## src/verilog/host_pkg.sv

```systemverilog
//----------------------------------------
// host protocol definitions
// command bytes, reply words, opcodes and
// the constant replies of the front end
//----------------------------------------
`default_nettype none

package host_pkg;

	typedef logic [7:0]  byte_t;	// command or spi byte
	typedef logic [31:0] word_t;	// reply word

	typedef enum logic [7:0] {
		OP_PLL_RESET = 8'd1,
		OP_VERSION   = 8'd2,
		OP_SPI       = 8'd3,
		OP_SPARE     = 8'd4,
		OP_PHASE     = 8'd6
	} opcode_e;

	localparam int CMD_BYTES = 8;	// bytes per command

	typedef logic [$clog2(CMD_BYTES)-1:0] byte_idx_t;
	localparam byte_idx_t LAST_BYTE = byte_idx_t'(CMD_BYTES - 1);

	localparam word_t FW_VERSION    = 32'd9;
	localparam word_t PLL_RESET_ACK = 32'd33;
	localparam word_t SPARE_ACK     = 32'd19;

endpackage

`default_nettype wire

```

## src/verilog/periph_pkg.sv

```systemverilog
//----------------------------------------
// board peripheral definitions
// spi chip selects and pll phase stepping
//----------------------------------------
`default_nettype none

package periph_pkg;

	typedef logic [2:0] chip_t;		// chip index
	typedef logic [7:0] chip_sel_t;		// active low selects
	typedef logic [2:0] counter_sel_t;	// 000 all, 001 M, 010 C0 ...
	typedef logic [3:0] phase_step_t;	// one-hot step lines

	typedef logic [$clog2($bits(phase_step_t))-1:0] step_idx_t;

	localparam int SCAN_HALF    = 16;	// clk cycles per half period
	localparam int SCAN_TOGGLES = 8;
	localparam int STEP_RELEASE = 6;	// step drops at this toggle

	typedef logic [$clog2(SCAN_HALF)-1:0]      half_cnt_t;
	typedef logic [$clog2(SCAN_TOGGLES+1)-1:0] toggle_cnt_t;

endpackage

`default_nettype wire

```

## src/verilog/cmd_ifs.sv

```systemverilog
//----------------------------------------
// request interfaces from the decoder to
// the spi sequencer and phase stepper
//----------------------------------------
`timescale 1ns/1ps
`default_nettype none

interface spi_req_if;
	import host_pkg::*;
	import periph_pkg::*;

	logic  valid;
	logic  ready;
	chip_t chip;
	byte_t tx0;
	byte_t tx1;
	byte_t tx2;
	logic  three_bytes;	// else only tx0 and tx1

	modport master (output valid, chip, tx0, tx1, tx2, three_bytes, input ready);
	modport slave  (input valid, chip, tx0, tx1, tx2, three_bytes, output ready);
endinterface

interface phase_req_if;
	import periph_pkg::*;

	logic         valid;
	logic         ready;
	counter_sel_t counter_sel;
	logic         up;
	step_idx_t    step_idx;	// which step line

	modport master (output valid, counter_sel, up, step_idx, input ready);
	modport slave  (input valid, counter_sel, up, step_idx, output ready);
endinterface

`default_nettype wire

```

## src/verilog/cmd_decoder.sv

```systemverilog
//----------------------------------------
// command decoder
// collects 8 host bytes, runs the command
// by opcode and waits until it finishes
//----------------------------------------
`timescale 1ns/1ps
`default_nettype none

module cmd_decoder (
	input  logic            clk,
	input  logic            rstn,
	input  logic            i_rx_valid,
	output logic            o_rx_ready,
	input  host_pkg::byte_t i_rx_data,
	output logic            o_pll_reset,
	spi_req_if.master       spi,
	phase_req_if.master     phase,
	output logic            o_const_valid,
	input  logic            i_const_ready,
	output host_pkg::word_t o_const_word,
	input  logic            i_reply_sent
);
	import host_pkg::*;

	typedef enum logic [1:0] {RECEIVE, DISPATCH, WAIT_REPLY, WAIT_PHASE} state_e;

	state_e    state;
	byte_idx_t rx_cnt;
	byte_t     cmd [CMD_BYTES];
	opcode_e   opcode;

	assign o_rx_ready = (state == RECEIVE);
	assign opcode     = opcode_e'(cmd[0]);

	always_ff @(posedge clk) begin
		if (i_rx_valid && o_rx_ready)
			cmd[rx_cnt] <= i_rx_data;
	end

	// request fields straight from the stored bytes
	assign spi.chip          = cmd[1][2:0];
	assign spi.tx0           = cmd[2];
	assign spi.tx1           = cmd[3];
	assign spi.tx2           = cmd[4];
	assign spi.three_bytes   = (cmd[7] != 8'd2);
	assign phase.step_idx    = cmd[1][1:0];
	assign phase.counter_sel = cmd[2][2:0];
	assign phase.up          = cmd[3][0];

	always_comb begin
		case (opcode)
			OP_PLL_RESET: o_const_word = PLL_RESET_ACK;
			OP_VERSION:   o_const_word = FW_VERSION;
			default:      o_const_word = SPARE_ACK;
		endcase
	end

	//----------------------------------------
	always_ff @(posedge clk or negedge rstn) begin
		if (!rstn) begin
			state         <= RECEIVE;
			rx_cnt        <= '0;
			o_pll_reset   <= 1'b0;
			o_const_valid <= 1'b0;
			spi.valid     <= 1'b0;
			phase.valid   <= 1'b0;
		end else begin
			o_pll_reset <= 1'b0;
			case (state)
				RECEIVE: if (i_rx_valid) begin
					rx_cnt <= rx_cnt + 1'b1;	// wraps after last byte
					if (rx_cnt == LAST_BYTE)
						state <= DISPATCH;
				end
				DISPATCH: begin
					state <= WAIT_REPLY;
					case (opcode)
						OP_PLL_RESET: begin
							o_pll_reset   <= 1'b1;
							o_const_valid <= 1'b1;
						end
						OP_VERSION, OP_SPARE: o_const_valid <= 1'b1;
						OP_SPI:               spi.valid <= 1'b1;
						OP_PHASE: begin
							phase.valid <= 1'b1;
							state       <= WAIT_PHASE;
						end
						default: state <= RECEIVE;	// unknown, ignore
					endcase
				end
				WAIT_REPLY: begin
					if (spi.valid && spi.ready)
						spi.valid <= 1'b0;
					if (o_const_valid && i_const_ready)
						o_const_valid <= 1'b0;
					if (i_reply_sent)
						state <= RECEIVE;
				end
				WAIT_PHASE: if (phase.ready) begin
					if (phase.valid)
						phase.valid <= 1'b0;	// taken
					else
						state <= RECEIVE;	// stepper done
				end
				default: state <= RECEIVE;
			endcase
		end
	end

endmodule

`default_nettype wire

```

## src/verilog/cmd_processor.sv

```systemverilog
//----------------------------------------
// host command front end, top level
// byte stream in, reply words out, spi
// master and pll phase controls
//----------------------------------------
`timescale 1ns/1ps
`default_nettype none

module cmd_processor (
	input  logic                     clk,
	input  logic                     rstn,
	input  logic                     i_rx_valid,
	output logic                     o_rx_ready,
	input  host_pkg::byte_t          i_rx_data,
	output logic                     o_tx_valid,
	input  logic                     i_tx_ready,
	output host_pkg::word_t          o_tx_data,
	output logic                     o_tx_last,
	output logic                     o_spi_tx_valid,
	input  logic                     i_spi_tx_ready,
	output host_pkg::byte_t          o_spi_tx_data,
	input  logic                     i_spi_rx_valid,
	input  host_pkg::byte_t          i_spi_rx_data,
	output periph_pkg::chip_sel_t    o_spi_cs,
	output logic                     o_pll_reset,
	output periph_pkg::counter_sel_t o_phase_counter_sel,
	output logic                     o_phase_up,
	output periph_pkg::phase_step_t  o_phase_step,
	output logic                     o_scanclk
);
	import host_pkg::*;

	logic  const_valid;
	logic  const_ready;
	word_t const_word;
	logic  spi_valid;
	logic  spi_ready;
	byte_t spi_byte;
	logic  reply_sent;

	spi_req_if   spi_req ();
	phase_req_if phase_req ();

	cmd_decoder i_cmd_decoder (
		.clk, .rstn, .i_rx_valid, .o_rx_ready, .i_rx_data, .o_pll_reset,
		.spi(spi_req.master), .phase(phase_req.master),
		.o_const_valid(const_valid), .i_const_ready(const_ready),
		.o_const_word(const_word), .i_reply_sent(reply_sent)
	);

	spi_sequencer i_spi_sequencer (
		.clk, .rstn, .req(spi_req.slave),
		.o_spi_tx_valid, .i_spi_tx_ready, .o_spi_tx_data,
		.i_spi_rx_valid, .i_spi_rx_data, .o_spi_cs,
		.o_reply_valid(spi_valid), .i_reply_ready(spi_ready), .o_reply_byte(spi_byte)
	);

	phase_stepper i_phase_stepper (
		.clk, .rstn, .req(phase_req.slave),
		.o_counter_sel(o_phase_counter_sel), .o_up(o_phase_up),
		.o_phase_step, .o_scanclk
	);

	reply_streamer i_reply_streamer (
		.clk, .rstn,
		.i_const_valid(const_valid), .o_const_ready(const_ready), .i_const_word(const_word),
		.i_spi_valid(spi_valid), .o_spi_ready(spi_ready), .i_spi_byte(spi_byte),
		.o_tx_valid, .i_tx_ready, .o_tx_data, .o_tx_last, .o_reply_sent(reply_sent)
	);

endmodule

`default_nettype wire

```

## src/verilog/phase_stepper.sv

```systemverilog
//----------------------------------------
// pll phase stepper
// holds counter select and direction,
// raises one step line and clocks scanclk
//----------------------------------------
`timescale 1ns/1ps
`default_nettype none

module phase_stepper (
	input  logic                     clk,
	input  logic                     rstn,
	phase_req_if.slave               req,
	output periph_pkg::counter_sel_t o_counter_sel,
	output logic                     o_up,
	output periph_pkg::phase_step_t  o_phase_step,
	output logic                     o_scanclk
);
	import periph_pkg::*;

	typedef enum logic {IDLE, RUN} state_e;

	state_e      state;
	half_cnt_t   half_cnt;
	toggle_cnt_t toggles;

	assign req.ready = (state == IDLE);

	always_ff @(posedge clk or negedge rstn) begin
		if (!rstn) begin
			state         <= IDLE;
			half_cnt      <= '0;
			toggles       <= '0;
			o_counter_sel <= '0;
			o_up          <= 1'b1;	// up by default
			o_phase_step  <= '0;
			o_scanclk     <= 1'b0;
		end else begin
			case (state)
				IDLE: if (req.valid) begin
					o_counter_sel <= req.counter_sel;
					o_up          <= req.up;
					o_phase_step  <= phase_step_t'(1) << req.step_idx;
					half_cnt      <= '0;
					toggles       <= '0;
					o_scanclk     <= 1'b0;	// start low
					state         <= RUN;
				end
				RUN: if (half_cnt == half_cnt_t'(SCAN_HALF - 1)) begin
					half_cnt  <= '0;
					o_scanclk <= ~o_scanclk;
					toggles   <= toggles + 1'b1;
					if (toggles == toggle_cnt_t'(STEP_RELEASE - 1))
						o_phase_step <= '0;
					if (toggles == toggle_cnt_t'(SCAN_TOGGLES - 1))
						state <= IDLE;
				end else begin
					half_cnt <= half_cnt + 1'b1;
				end
				default: state <= IDLE;
			endcase
		end
	end

endmodule

`default_nettype wire

```

## src/verilog/reply_streamer.sv

```systemverilog
//----------------------------------------
// reply streamer
// one-entry register that sends a reply
// word as a single beat, spi read first
//----------------------------------------
`timescale 1ns/1ps
`default_nettype none

module reply_streamer (
	input  logic            clk,
	input  logic            rstn,
	input  logic            i_const_valid,
	output logic            o_const_ready,
	input  host_pkg::word_t i_const_word,
	input  logic            i_spi_valid,
	output logic            o_spi_ready,
	input  host_pkg::byte_t i_spi_byte,
	output logic            o_tx_valid,
	input  logic            i_tx_ready,
	output host_pkg::word_t o_tx_data,
	output logic            o_tx_last,
	output logic            o_reply_sent
);
	import host_pkg::*;

	assign o_spi_ready   = !o_tx_valid;
	assign o_const_ready = !o_tx_valid && !i_spi_valid;
	assign o_tx_last     = 1'b1;	// every reply is one beat
	assign o_reply_sent  = o_tx_valid && i_tx_ready;

	always_ff @(posedge clk) begin
		if (o_spi_ready && i_spi_valid)
			o_tx_data <= word_t'(i_spi_byte);	// zero extend
		else if (o_const_ready && i_const_valid)
			o_tx_data <= i_const_word;
	end

	always_ff @(posedge clk or negedge rstn) begin
		if (!rstn)
			o_tx_valid <= 1'b0;
		else if (o_tx_valid)
			o_tx_valid <= !i_tx_ready;	// hold under back-pressure
		else
			o_tx_valid <= i_spi_valid || i_const_valid;
	end

endmodule

`default_nettype wire

```

## src/verilog/spi_sequencer.sv

```systemverilog
//----------------------------------------
// spi sequencer
// selects a chip, sends two or three bytes
// to the spi byte master and returns the
// byte read back after the last one
//----------------------------------------
`timescale 1ns/1ps
`default_nettype none

module spi_sequencer (
	input  logic                  clk,
	input  logic                  rstn,
	spi_req_if.slave              req,
	output logic                  o_spi_tx_valid,
	input  logic                  i_spi_tx_ready,
	output host_pkg::byte_t       o_spi_tx_data,
	input  logic                  i_spi_rx_valid,
	input  host_pkg::byte_t       i_spi_rx_data,
	output periph_pkg::chip_sel_t o_spi_cs,
	output logic                  o_reply_valid,
	input  logic                  i_reply_ready,
	output host_pkg::byte_t       o_reply_byte
);
	import host_pkg::*;
	import periph_pkg::*;

	typedef enum logic [1:0] {IDLE, SEND, WAIT_RX, REPLY} state_e;

	state_e     state;
	byte_t      tx_buf [3];
	logic [1:0] byte_idx;
	logic [1:0] last_idx;

	assign req.ready      = (state == IDLE);
	assign o_spi_tx_valid = (state == SEND);
	assign o_spi_tx_data  = tx_buf[byte_idx];
	assign o_reply_valid  = (state == REPLY);

	always_ff @(posedge clk) begin
		if (req.valid && req.ready) begin
			tx_buf[0] <= req.tx0;
			tx_buf[1] <= req.tx1;
			tx_buf[2] <= req.tx2;
		end
		if (state == WAIT_RX && i_spi_rx_valid)
			o_reply_byte <= i_spi_rx_data;
	end

	always_ff @(posedge clk or negedge rstn) begin
		if (!rstn) begin
			state    <= IDLE;
			byte_idx <= '0;
			last_idx <= '0;
			o_spi_cs <= '1;	// nothing selected
		end else begin
			case (state)
				IDLE: if (req.valid) begin
					byte_idx <= '0;
					last_idx <= req.three_bytes ? 2'd2 : 2'd1;
					o_spi_cs <= ~(chip_sel_t'(1) << req.chip);
					state    <= SEND;
				end
				SEND: if (i_spi_tx_ready) begin
					if (byte_idx == last_idx)
						state <= WAIT_RX;
					else
						byte_idx <= byte_idx + 1'b1;
				end
				WAIT_RX: if (i_spi_rx_valid) begin	// read of final byte
					o_spi_cs <= '1;
					state    <= REPLY;
				end
				REPLY: if (i_reply_ready)
					state <= IDLE;
				default: state <= IDLE;
			endcase
		end
	end

endmodule

`default_nettype wire
```

## config.mk

```make
export PLATFORM = sky130hd
export DESIGN_NAME = cmd_processor
export DESIGN_NICKNAME = d
export VERILOG_FILES = /design/src/verilog/host_pkg.sv /design/src/verilog/periph_pkg.sv /design/src/verilog/cmd_ifs.sv /design/src/verilog/cmd_decoder.sv /design/src/verilog/cmd_processor.sv /design/src/verilog/phase_stepper.sv /design/src/verilog/reply_streamer.sv /design/src/verilog/spi_sequencer.sv
export SDC_FILE = /design/constraint.sdc
export NUM_CORES = 1
export LEC_CHECK = 0
export BUFFER_PORTS_ARGS = -buffer_cell sky130_fd_sc_hd__buf_4
export CAP_MARGIN = 20
export CORE_ASPECT_RATIO = 1.25
export CORE_MARGIN = 3
export CORE_UTILIZATION = 62
export DETAILED_ROUTE_END_ITERATION = 12
export PLACE_DENSITY = 0.91
export RECOVER_POWER = 100
export SETUP_SLACK_MARGIN = 0.02
export SLEW_MARGIN = 10
export SYNTH_ARGS = -nofsm -noshare
export SYNTH_HDL_FRONTEND = slang
export SYNTH_HIERARCHICAL = 1
export SYNTH_SLANG_ARGS = --single-unit
```

## constraint.sdc

```tcl
create_clock -name clk -period 5.9 [get_ports clk]
set_input_delay 0.59 -clock clk [delete_from_list [all_inputs] [get_ports clk]]
set_output_delay 0.59 -clock clk [all_outputs]
set_load 0.02 [all_outputs]
```

==> results.yml, run 1 <==
status:
  run_status: "complete, but fails checks"
  violations: "max-capacitance violations, max-slew violations"
yosys:
  synthesis.area_um2: 6193
  synth.distinct_cells: 61
  netlist_top_cells_area: "sky130_fd_sc_hd__edfxtp_1 40%, sky130_fd_sc_hd__dfrtp_1 13%, sky130_fd_sc_hd__dfxtp_1 7.8%"
  asyncSetResetFlopFracSynth_pct: 28.19
  synth_most_common_cell: "sky130_fd_sc_hd__edfxtp_1"
  post_synth_inst_count: 445
  synth_top_flop_cell: "sky130_fd_sc_hd__edfxtp_1"
  synth_top_cell_by_area: "sky130_fd_sc_hd__edfxtp_1"
  synth.cells.most_frequent: "83 x sky130_fd_sc_hd__edfxtp_1, 36 x sky130_fd_sc_hd__buf_4, 35 x sky130_fd_sc_hd__nand2_1, 33 x sky130_fd_sc_hd__dfrtp_1, 25 x sky130_fd_sc_hd__a22o_1"
  synthesis.area_per_instance_um2: 13.92
  seq_area_frac_synth_pct: 65.15
  synth-warning-count: 6
  synth_seq_cells: 149
  synth-edff-count: 83
  yosysTopAreaCellShare_pct: 40.24
clock_tree:
  cts.repair_timing.setup_buffer_count: 0
  h-tree-depth: 4
  clkTransAtPathRegs_ps: 60
  cts-resized-gates: 0
  clkLatencyLatePin_ps: 420
  tritoncts_num_sinks: 149
  cts_hold_buffers: 0
  clk_path_buf_depth: 2
  cts_inserted_buffers: 17
  clock_tree_root: "sky130_fd_sc_hd__clkbuf_16"
  tritoncts: "yes"
setup_path:
  cpLargestDelayFamily: "compound AO/OA/AOI/OAI gates"
  cp_max_fo: 25
  timing.critical_path.required_ps: 5930
  critPathCaptureType: "register"
  path_class: "register to register"
  r2r_slack_ps: 2940
  setup.worst_path.start_class: "register"
  timing.critical_path.slowest_stage_cell: "sky130_fd_sc_hd__o21bai_1"
  worstPathBufferInverterCount: 1
  arrival_ps: 2990
  cp_slowest_stage_delay_ps: 1360
  worstPathCellList: "ha_1, o21bai_1, inv_1"
placement:
  final_replace_weighted_congestion: 0.8011
  hpwlAfterDp_um: 7705
  port-buffer-count: 82
floorplanning:
  die_width_um: 95.40
  design.die.area_um2: 11230
  coreArea_um2: 9659
  design.portCount: 84
  fp.dieH_um: 117.7
  floorplan.initialDensity_pct: 64.12
  rows: 40
finish:
  layout.nets: 565
  synthToLayoutAreaGrowth_pct: 11.66
  drive_above_1_share_pct: 11.28
  finish.utilization_pct: 71.59
  diodes: 0
job:
  timing.max_cap.violations: 3
timing:
  final-max-slew-violation-count: 86
  skew_ps: 6.441
  layout_min_cycle_time_ps: 2959
  timing_worst_slew_pin_value_ps: 2214
  max-slew-margin-rel_pct: -47.62
  final.hold.worst_slack_ps: 372.9
  setup_tns_ps: 0
  hold_violations: 0
  max_clock_freq_mhz: 338.0
  unrepaired_setup_endpoints_after_global_routing: "no"
  post-route-period-util_pct: 50.14
  timing.final.setup_violations: 0
global_routing:
  grt_pass1_vias: 3594
  grt_use_total_pct: 20.70
  aggregate_global_routing_overflow: 0
  grt_pass1_wl_um: 17550
  grt_antenna_before_repair: 0
  grt_max_degree: 43
power:
  leak_pwr_uw: 0.002680
  pwr_density_cell_nw_per_um2: 503.6
  vdd_ir_drop_max_uv: 295.0
min_path:
  holdCritPathClass: "primary input to register"
drt:
  postRouteWirelength_um: 11080
  via_count: 3656
  routed_via_density: 5.481
  drt_drc_violations_left: 0
  drt-initial-drc-count: 339
  postRouteAntennaNets: 0
  wl_per_cell_um: 16.61
  dr.pass1.iters: 4
[kinds of logic (layout without fill, tap and decap cells)]
logic type	after synthesis	in the layout	synth area share (%)
AOI/OAI and AO/OA	81	81	9.798
buffers and inverters	63	133	6.929
other	3	29	0.1818
adders and majority gates	15	15	3.030
DFF	149	149	65.15
muxes	21	21	4.182
and+or+nand+nor	107	107	9.758
xor gates and xnor gates	6	6	0.9699
[report_power, final]
group	internal [µW]	switching (µW)
registers	1400	175
logic	300	586
clock network	565	461
[cell usage in the layout, fill, tap and decap left out, types with 6 or more instances in the layout]
cell and instances:
sky130_fd_sc_hd__clkbuf_1 74, sky130_fd_sc_hd__conb_1 29, sky130_fd_sc_hd__nand2_1 35, sky130_fd_sc_hd__a22o_1 25
sky130_fd_sc_hd__o21ai_0 17, sky130_fd_sc_hd__ha_1 15, sky130_fd_sc_hd__a21oi_1 6, sky130_fd_sc_hd__nand3_1 9
sky130_fd_sc_hd__clkbuf_16 17, sky130_fd_sc_hd__nor2_1 22, sky130_fd_sc_hd__a31oi_1 10, sky130_fd_sc_hd__dfxtp_1 24
sky130_fd_sc_hd__nor2b_1 10, sky130_fd_sc_hd__dfstp_2 9, sky130_fd_sc_hd__edfxtp_1 83, sky130_fd_sc_hd__inv_6 7
sky130_fd_sc_hd__inv_1 15, sky130_fd_sc_hd__mux2i_1 9, sky130_fd_sc_hd__clkbuf_4 8, sky130_fd_sc_hd__mux2_1 10
sky130_fd_sc_hd__dfrtp_1 33
[per-layer routing]
layer / global-route usage, % / routed length [µm]
met1: 25.21 / 4641
met2: 34.21 / 5541
met3: 5.563 / 580
met4: 9.075 / 312
met5: 0 / 0
[worst paths after layout]
kind | cells after the start | to | from
min in group asynchronous | 1 | i_phase_stepper/o_scanclk | rstn
max in group asynchronous | 1 | i_phase_stepper/half_cnt[3] | rstn
hold / removal | 1 | i_spi_sequencer/o_reply_byte[6] | i_spi_rx_data[6]
setup / recovery | 3 | i_reply_streamer/o_tx_data[3] | i_spi_sequencer/state[0]
hold reg to reg | 0 | i_spi_sequencer/tx_buf[2][5] | i_cmd_decoder/cmd[4][5]
setup reg to reg | 3 | i_reply_streamer/o_tx_data[3] | i_spi_sequencer/state[0]
[through the flow]
step	std cells	worst slack (ps)	power [µW]	cell area (µm²)
floorplan	471	3502	2277	6291
CTS	665	3452	3682	7289
global route	667	2727	3669	6915
detailed placement	633	3588	2642	6706
global placement	633	3774	2578	6706
finish	667	2941	3483	6915
[flip-flops by register name, summed over array words and instances (netlist names), 3 cells and up]
signal	flops
i_spi_sequencer/o_reply_byte	8
i_phase_stepper/o_counter_sel	3
i_phase_stepper/o_phase_step	4
i_phase_stepper/half_cnt	4
i_phase_stepper/toggles	4
i_reply_streamer/o_tx_data	32
i_spi_sequencer/o_spi_cs	8
i_cmd_decoder/rx_cnt	3
i_spi_sequencer/tx_buf	24
i_cmd_decoder/cmd	43
[final cells by class]
type,count,area [µm²]
Multi-Input combinational cell,259,1715
Inverter,15,56.30
Timing Repair Buffer,86,367.9
Fill cell,679,2744
Sequential cell,149,4035
Clock buffer,17,425.4
Clock inverter,15,157.7
Tap cell,126,157.7
No activity file was read; power rests on OpenSTA's default activity.
==> run 2, diff against run 1 <==
--- a/config.mk
+++ b/config.mk
@@ -9,9 +9,9 @@
 export CAP_MARGIN = 20
 export CORE_ASPECT_RATIO = 1.25
 export CORE_MARGIN = 3
-export CORE_UTILIZATION = 62
+export CORE_UTILIZATION = 58
 export DETAILED_ROUTE_END_ITERATION = 12
-export PLACE_DENSITY = 0.91
+export PLACE_DENSITY = 0.86
 export RECOVER_POWER = 100
 export SETUP_SLACK_MARGIN = 0.02
 export SLEW_MARGIN = 10
==> constraint.sdc (replaced) <==
create_clock -name clk -period 2.8 [get_ports clk]
set_input_delay 0.28 -clock clk [delete_from_list [all_inputs] [get_ports clk]]
set_output_delay 0.28 -clock clk [all_outputs]
set_load 0.02 [all_outputs]
==> run 2 against run 1 <==
Effect of this change: critical path type unchanged; worst hold slack worse by 300 ps; the flow now finishes without violations; clock skew increased by 2.6 ps; fmax increased by 29%; critical endpoint is now i_reply_streamer/o_tx_data[1].
==> results.yml, run 2 (synthesis gave the netlist of run 1 again) <==
status:
  run_status: "finished clean"
timing:
  skew_ps: 9.087
  setup_tns_ps: 0
  max_clock_freq_mhz: 435.7
  hold_violations: 0
  timing.final.setup_violations: 0
  post-route-period-util_pct: 81.98
  final_critical_path_setup_slack_ps: 504.6
  unrepaired_setup_endpoints_after_global_routing: "no"
  layout_min_cycle_time_ps: 2295
  timing_worst_slew_pin_value_ps: 1212
  max-slew-margin-rel_pct: 19.21
  final-max-slew-violation-count: 0
drt:
  postRouteAntennaNets: 0
  routed_via_density: 5.369
  dr.pass1.iters: 4
  drt_drc_violations_left: 0
  via_count: 3608
  postRouteWirelength_um: 11020
  wl_per_cell_um: 16.40
  drt-initial-drc-count: 185
global_routing:
  grt_antenna_before_repair: 0
  grt_pass1_wl_um: 18220
  aggregate_global_routing_overflow: 0
  grt_max_degree: 43
  grt_pass1_vias: 3706
  grt_use_total_pct: 19.80
placement:
  dpl_worst_slack_ps: 763.1
  port-buffer-count: 82
  final_replace_weighted_congestion: 0.7747
  hpwlAfterDp_um: 7682
  place_area_um2: 6733
  place.detailed.instances: 639
clock_tree:
  clkTransAtPathRegs_ps: 60
  clock_tree_root: "sky130_fd_sc_hd__clkbuf_16"
  clkLatencyLatePin_ps: 410
  clk_path_buf_depth: 2
  cts.repair_timing.setup_buffer_count: 0
  tritoncts_num_sinks: 149
  cts_inserted_buffers: 17
  tritoncts: "yes"
  h-tree-depth: 4
power:
  switching_share_pct: 33.18
  p_clk_share_pct: 30.6
  combinationalPowerShare_pct: 25.3
  pwr_density_cell_nw_per_um2: 1072
  vdd_ir_drop_max_uv: 598.1
  cellInternalPower_uw: 4997
  finalPower_uw: 7479
  p_sw_uw: 2482
  leak_pwr_uw: 0.002694
  reg_power_share_pct: 44.2
job:
  timing.max_cap.violations: 0
finish:
  area_used_by_multi_input_combinational_logic_um2: 1739
  largest_register_ff_count: 43
  instances_no_fill: 672
  layout.cells.most_common_list: "83 x sky130_fd_sc_hd__edfxtp_1, 77 x sky130_fd_sc_hd__clkbuf_1, 35 x sky130_fd_sc_hd__nand2_1"
  drive_above_1_share_pct: 11.42
  layout.nets: 567
  biggestRegsByFlops: "i_cmd_decoder/cmd: 43 flops, i_reply_streamer/o_tx_data: 32 flops, i_spi_sequencer/tx_buf: 24 flops"
  regArea_um2: 4035
  synthToLayoutAreaGrowth_pct: 12.63
  mostFrequentLayoutCell: "sky130_fd_sc_hd__edfxtp_1"
  diodes: 0
  num-fill-cells: 799
  stdcell_area_um2: 6975
  largest_reg_by_ff_count: "i_cmd_decoder/cmd"
setup_path:
  timing.critical_path.slowest_stage_cell: "sky130_fd_sc_hd__or4_1"
  cp_slowest_stage_delay_ps: 630
  cp_max_fo: 4
  critPathCaptureType: "register"
  path_class: "register to register"
  arrival_ps: 2450
  timing.critical_path.required_ps: 2960
  setup.worst_path.start_class: "register"
  worstPathCellList: "or4_1, nor4_1, nor2_1, mux2_1"
floorplanning:
  coreArea_um2: 10260
  design.die.area_um2: 11960
  die_width_um: 98.43
  rows: 41
  design.portCount: 84
  fp.dieH_um: 121.5
  floorplan.initialDensity_pct: 60.37
min_path:
  holdCritPathClass: "primary input to register"
run 2: cell count changes in the layout (fill, tap and decap cells not counted), sizes merged:
cell,before,now
dlygate4sd3,0,1
clkbuf,99,102
clkinvlp,0,1
bufinv,0,3
inv,25,19
run 2: metrics by stage:
| step | util (%) | hold slack (ps) |
|---|---|---|
| global placement | 65.62 | 291.4 |
| detailed placement | 65.62 | 299.8 |
| global route | 67.99 | 44.65 |
| finish | 67.99 | 70.27 |
| CTS | 71.61 | 26.08 |
| floorplan | - | -15.59 |
run 2: worst paths after layout:
kind                                         start                               to  slack, ps  cells past startpoint
hold / removal                    i_spi_rx_data[2]  i_spi_sequencer/o_reply_byte[2]         70                      1
min in group asynchronous                     rstn            i_phase_stepper/state        620                      2
hold reg to reg            i_cmd_decoder/cmd[3][6]     i_spi_sequencer/tx_buf[1][6]        420                      0
max in group asynchronous                     rstn         i_spi_sequencer/state[1]       1530                      2
setup reg to reg           i_cmd_decoder/cmd[0][5]    i_reply_streamer/o_tx_data[1]        500                      4
setup / recovery           i_cmd_decoder/cmd[0][5]    i_reply_streamer/o_tx_data[1]        500                      4
run 2: repair_timing:
item	in CTS	in global routing
resized for setup	0	0
hold buffers	1	0
endpoints found under the hold margin	33	0
run 2: power groups by stage:
| stage | clock network [µW] | registers [µW] | logic [µW] |
|---|---|---|---|
| final | 2290 | 3300 | 1890 |
| after global routing | 2440 | 3370 | 2080 |
| after CTS | 2330 | 3310 | 2260 |
| after detailed placement | 0 | 3350 | 2240 |
| after global placement | 0 | 3310 | 2150 |
| after floorplan | 0 | 3510 | 1290 |
run 2: cell type report:
class	count	area share (%)
well taps	129	2.314
repair buffers	88	5.435
clock buffers	19	6.206
inverters	15	0.8072
multi-input cells	259	24.93
clock inverters	13	2.457
flip-flops and latches	149	57.85
run 2: layer usage:
layer  vias to the layer above  global-route usage [%]  wire, µm
met4                         0                   8.369       204
met2                       104                   33.25      5660
met3                        19                   5.785       567
met1                      1744                   23.98      4591
li1                       1741                       -         -
met5                         -                       0         0
run 2: critical path: cells and delay by family (launching register included):
family	cells	cell delay, ps
DFF	1	350
muxes	1	330
and+or+nand+nor	3	1350
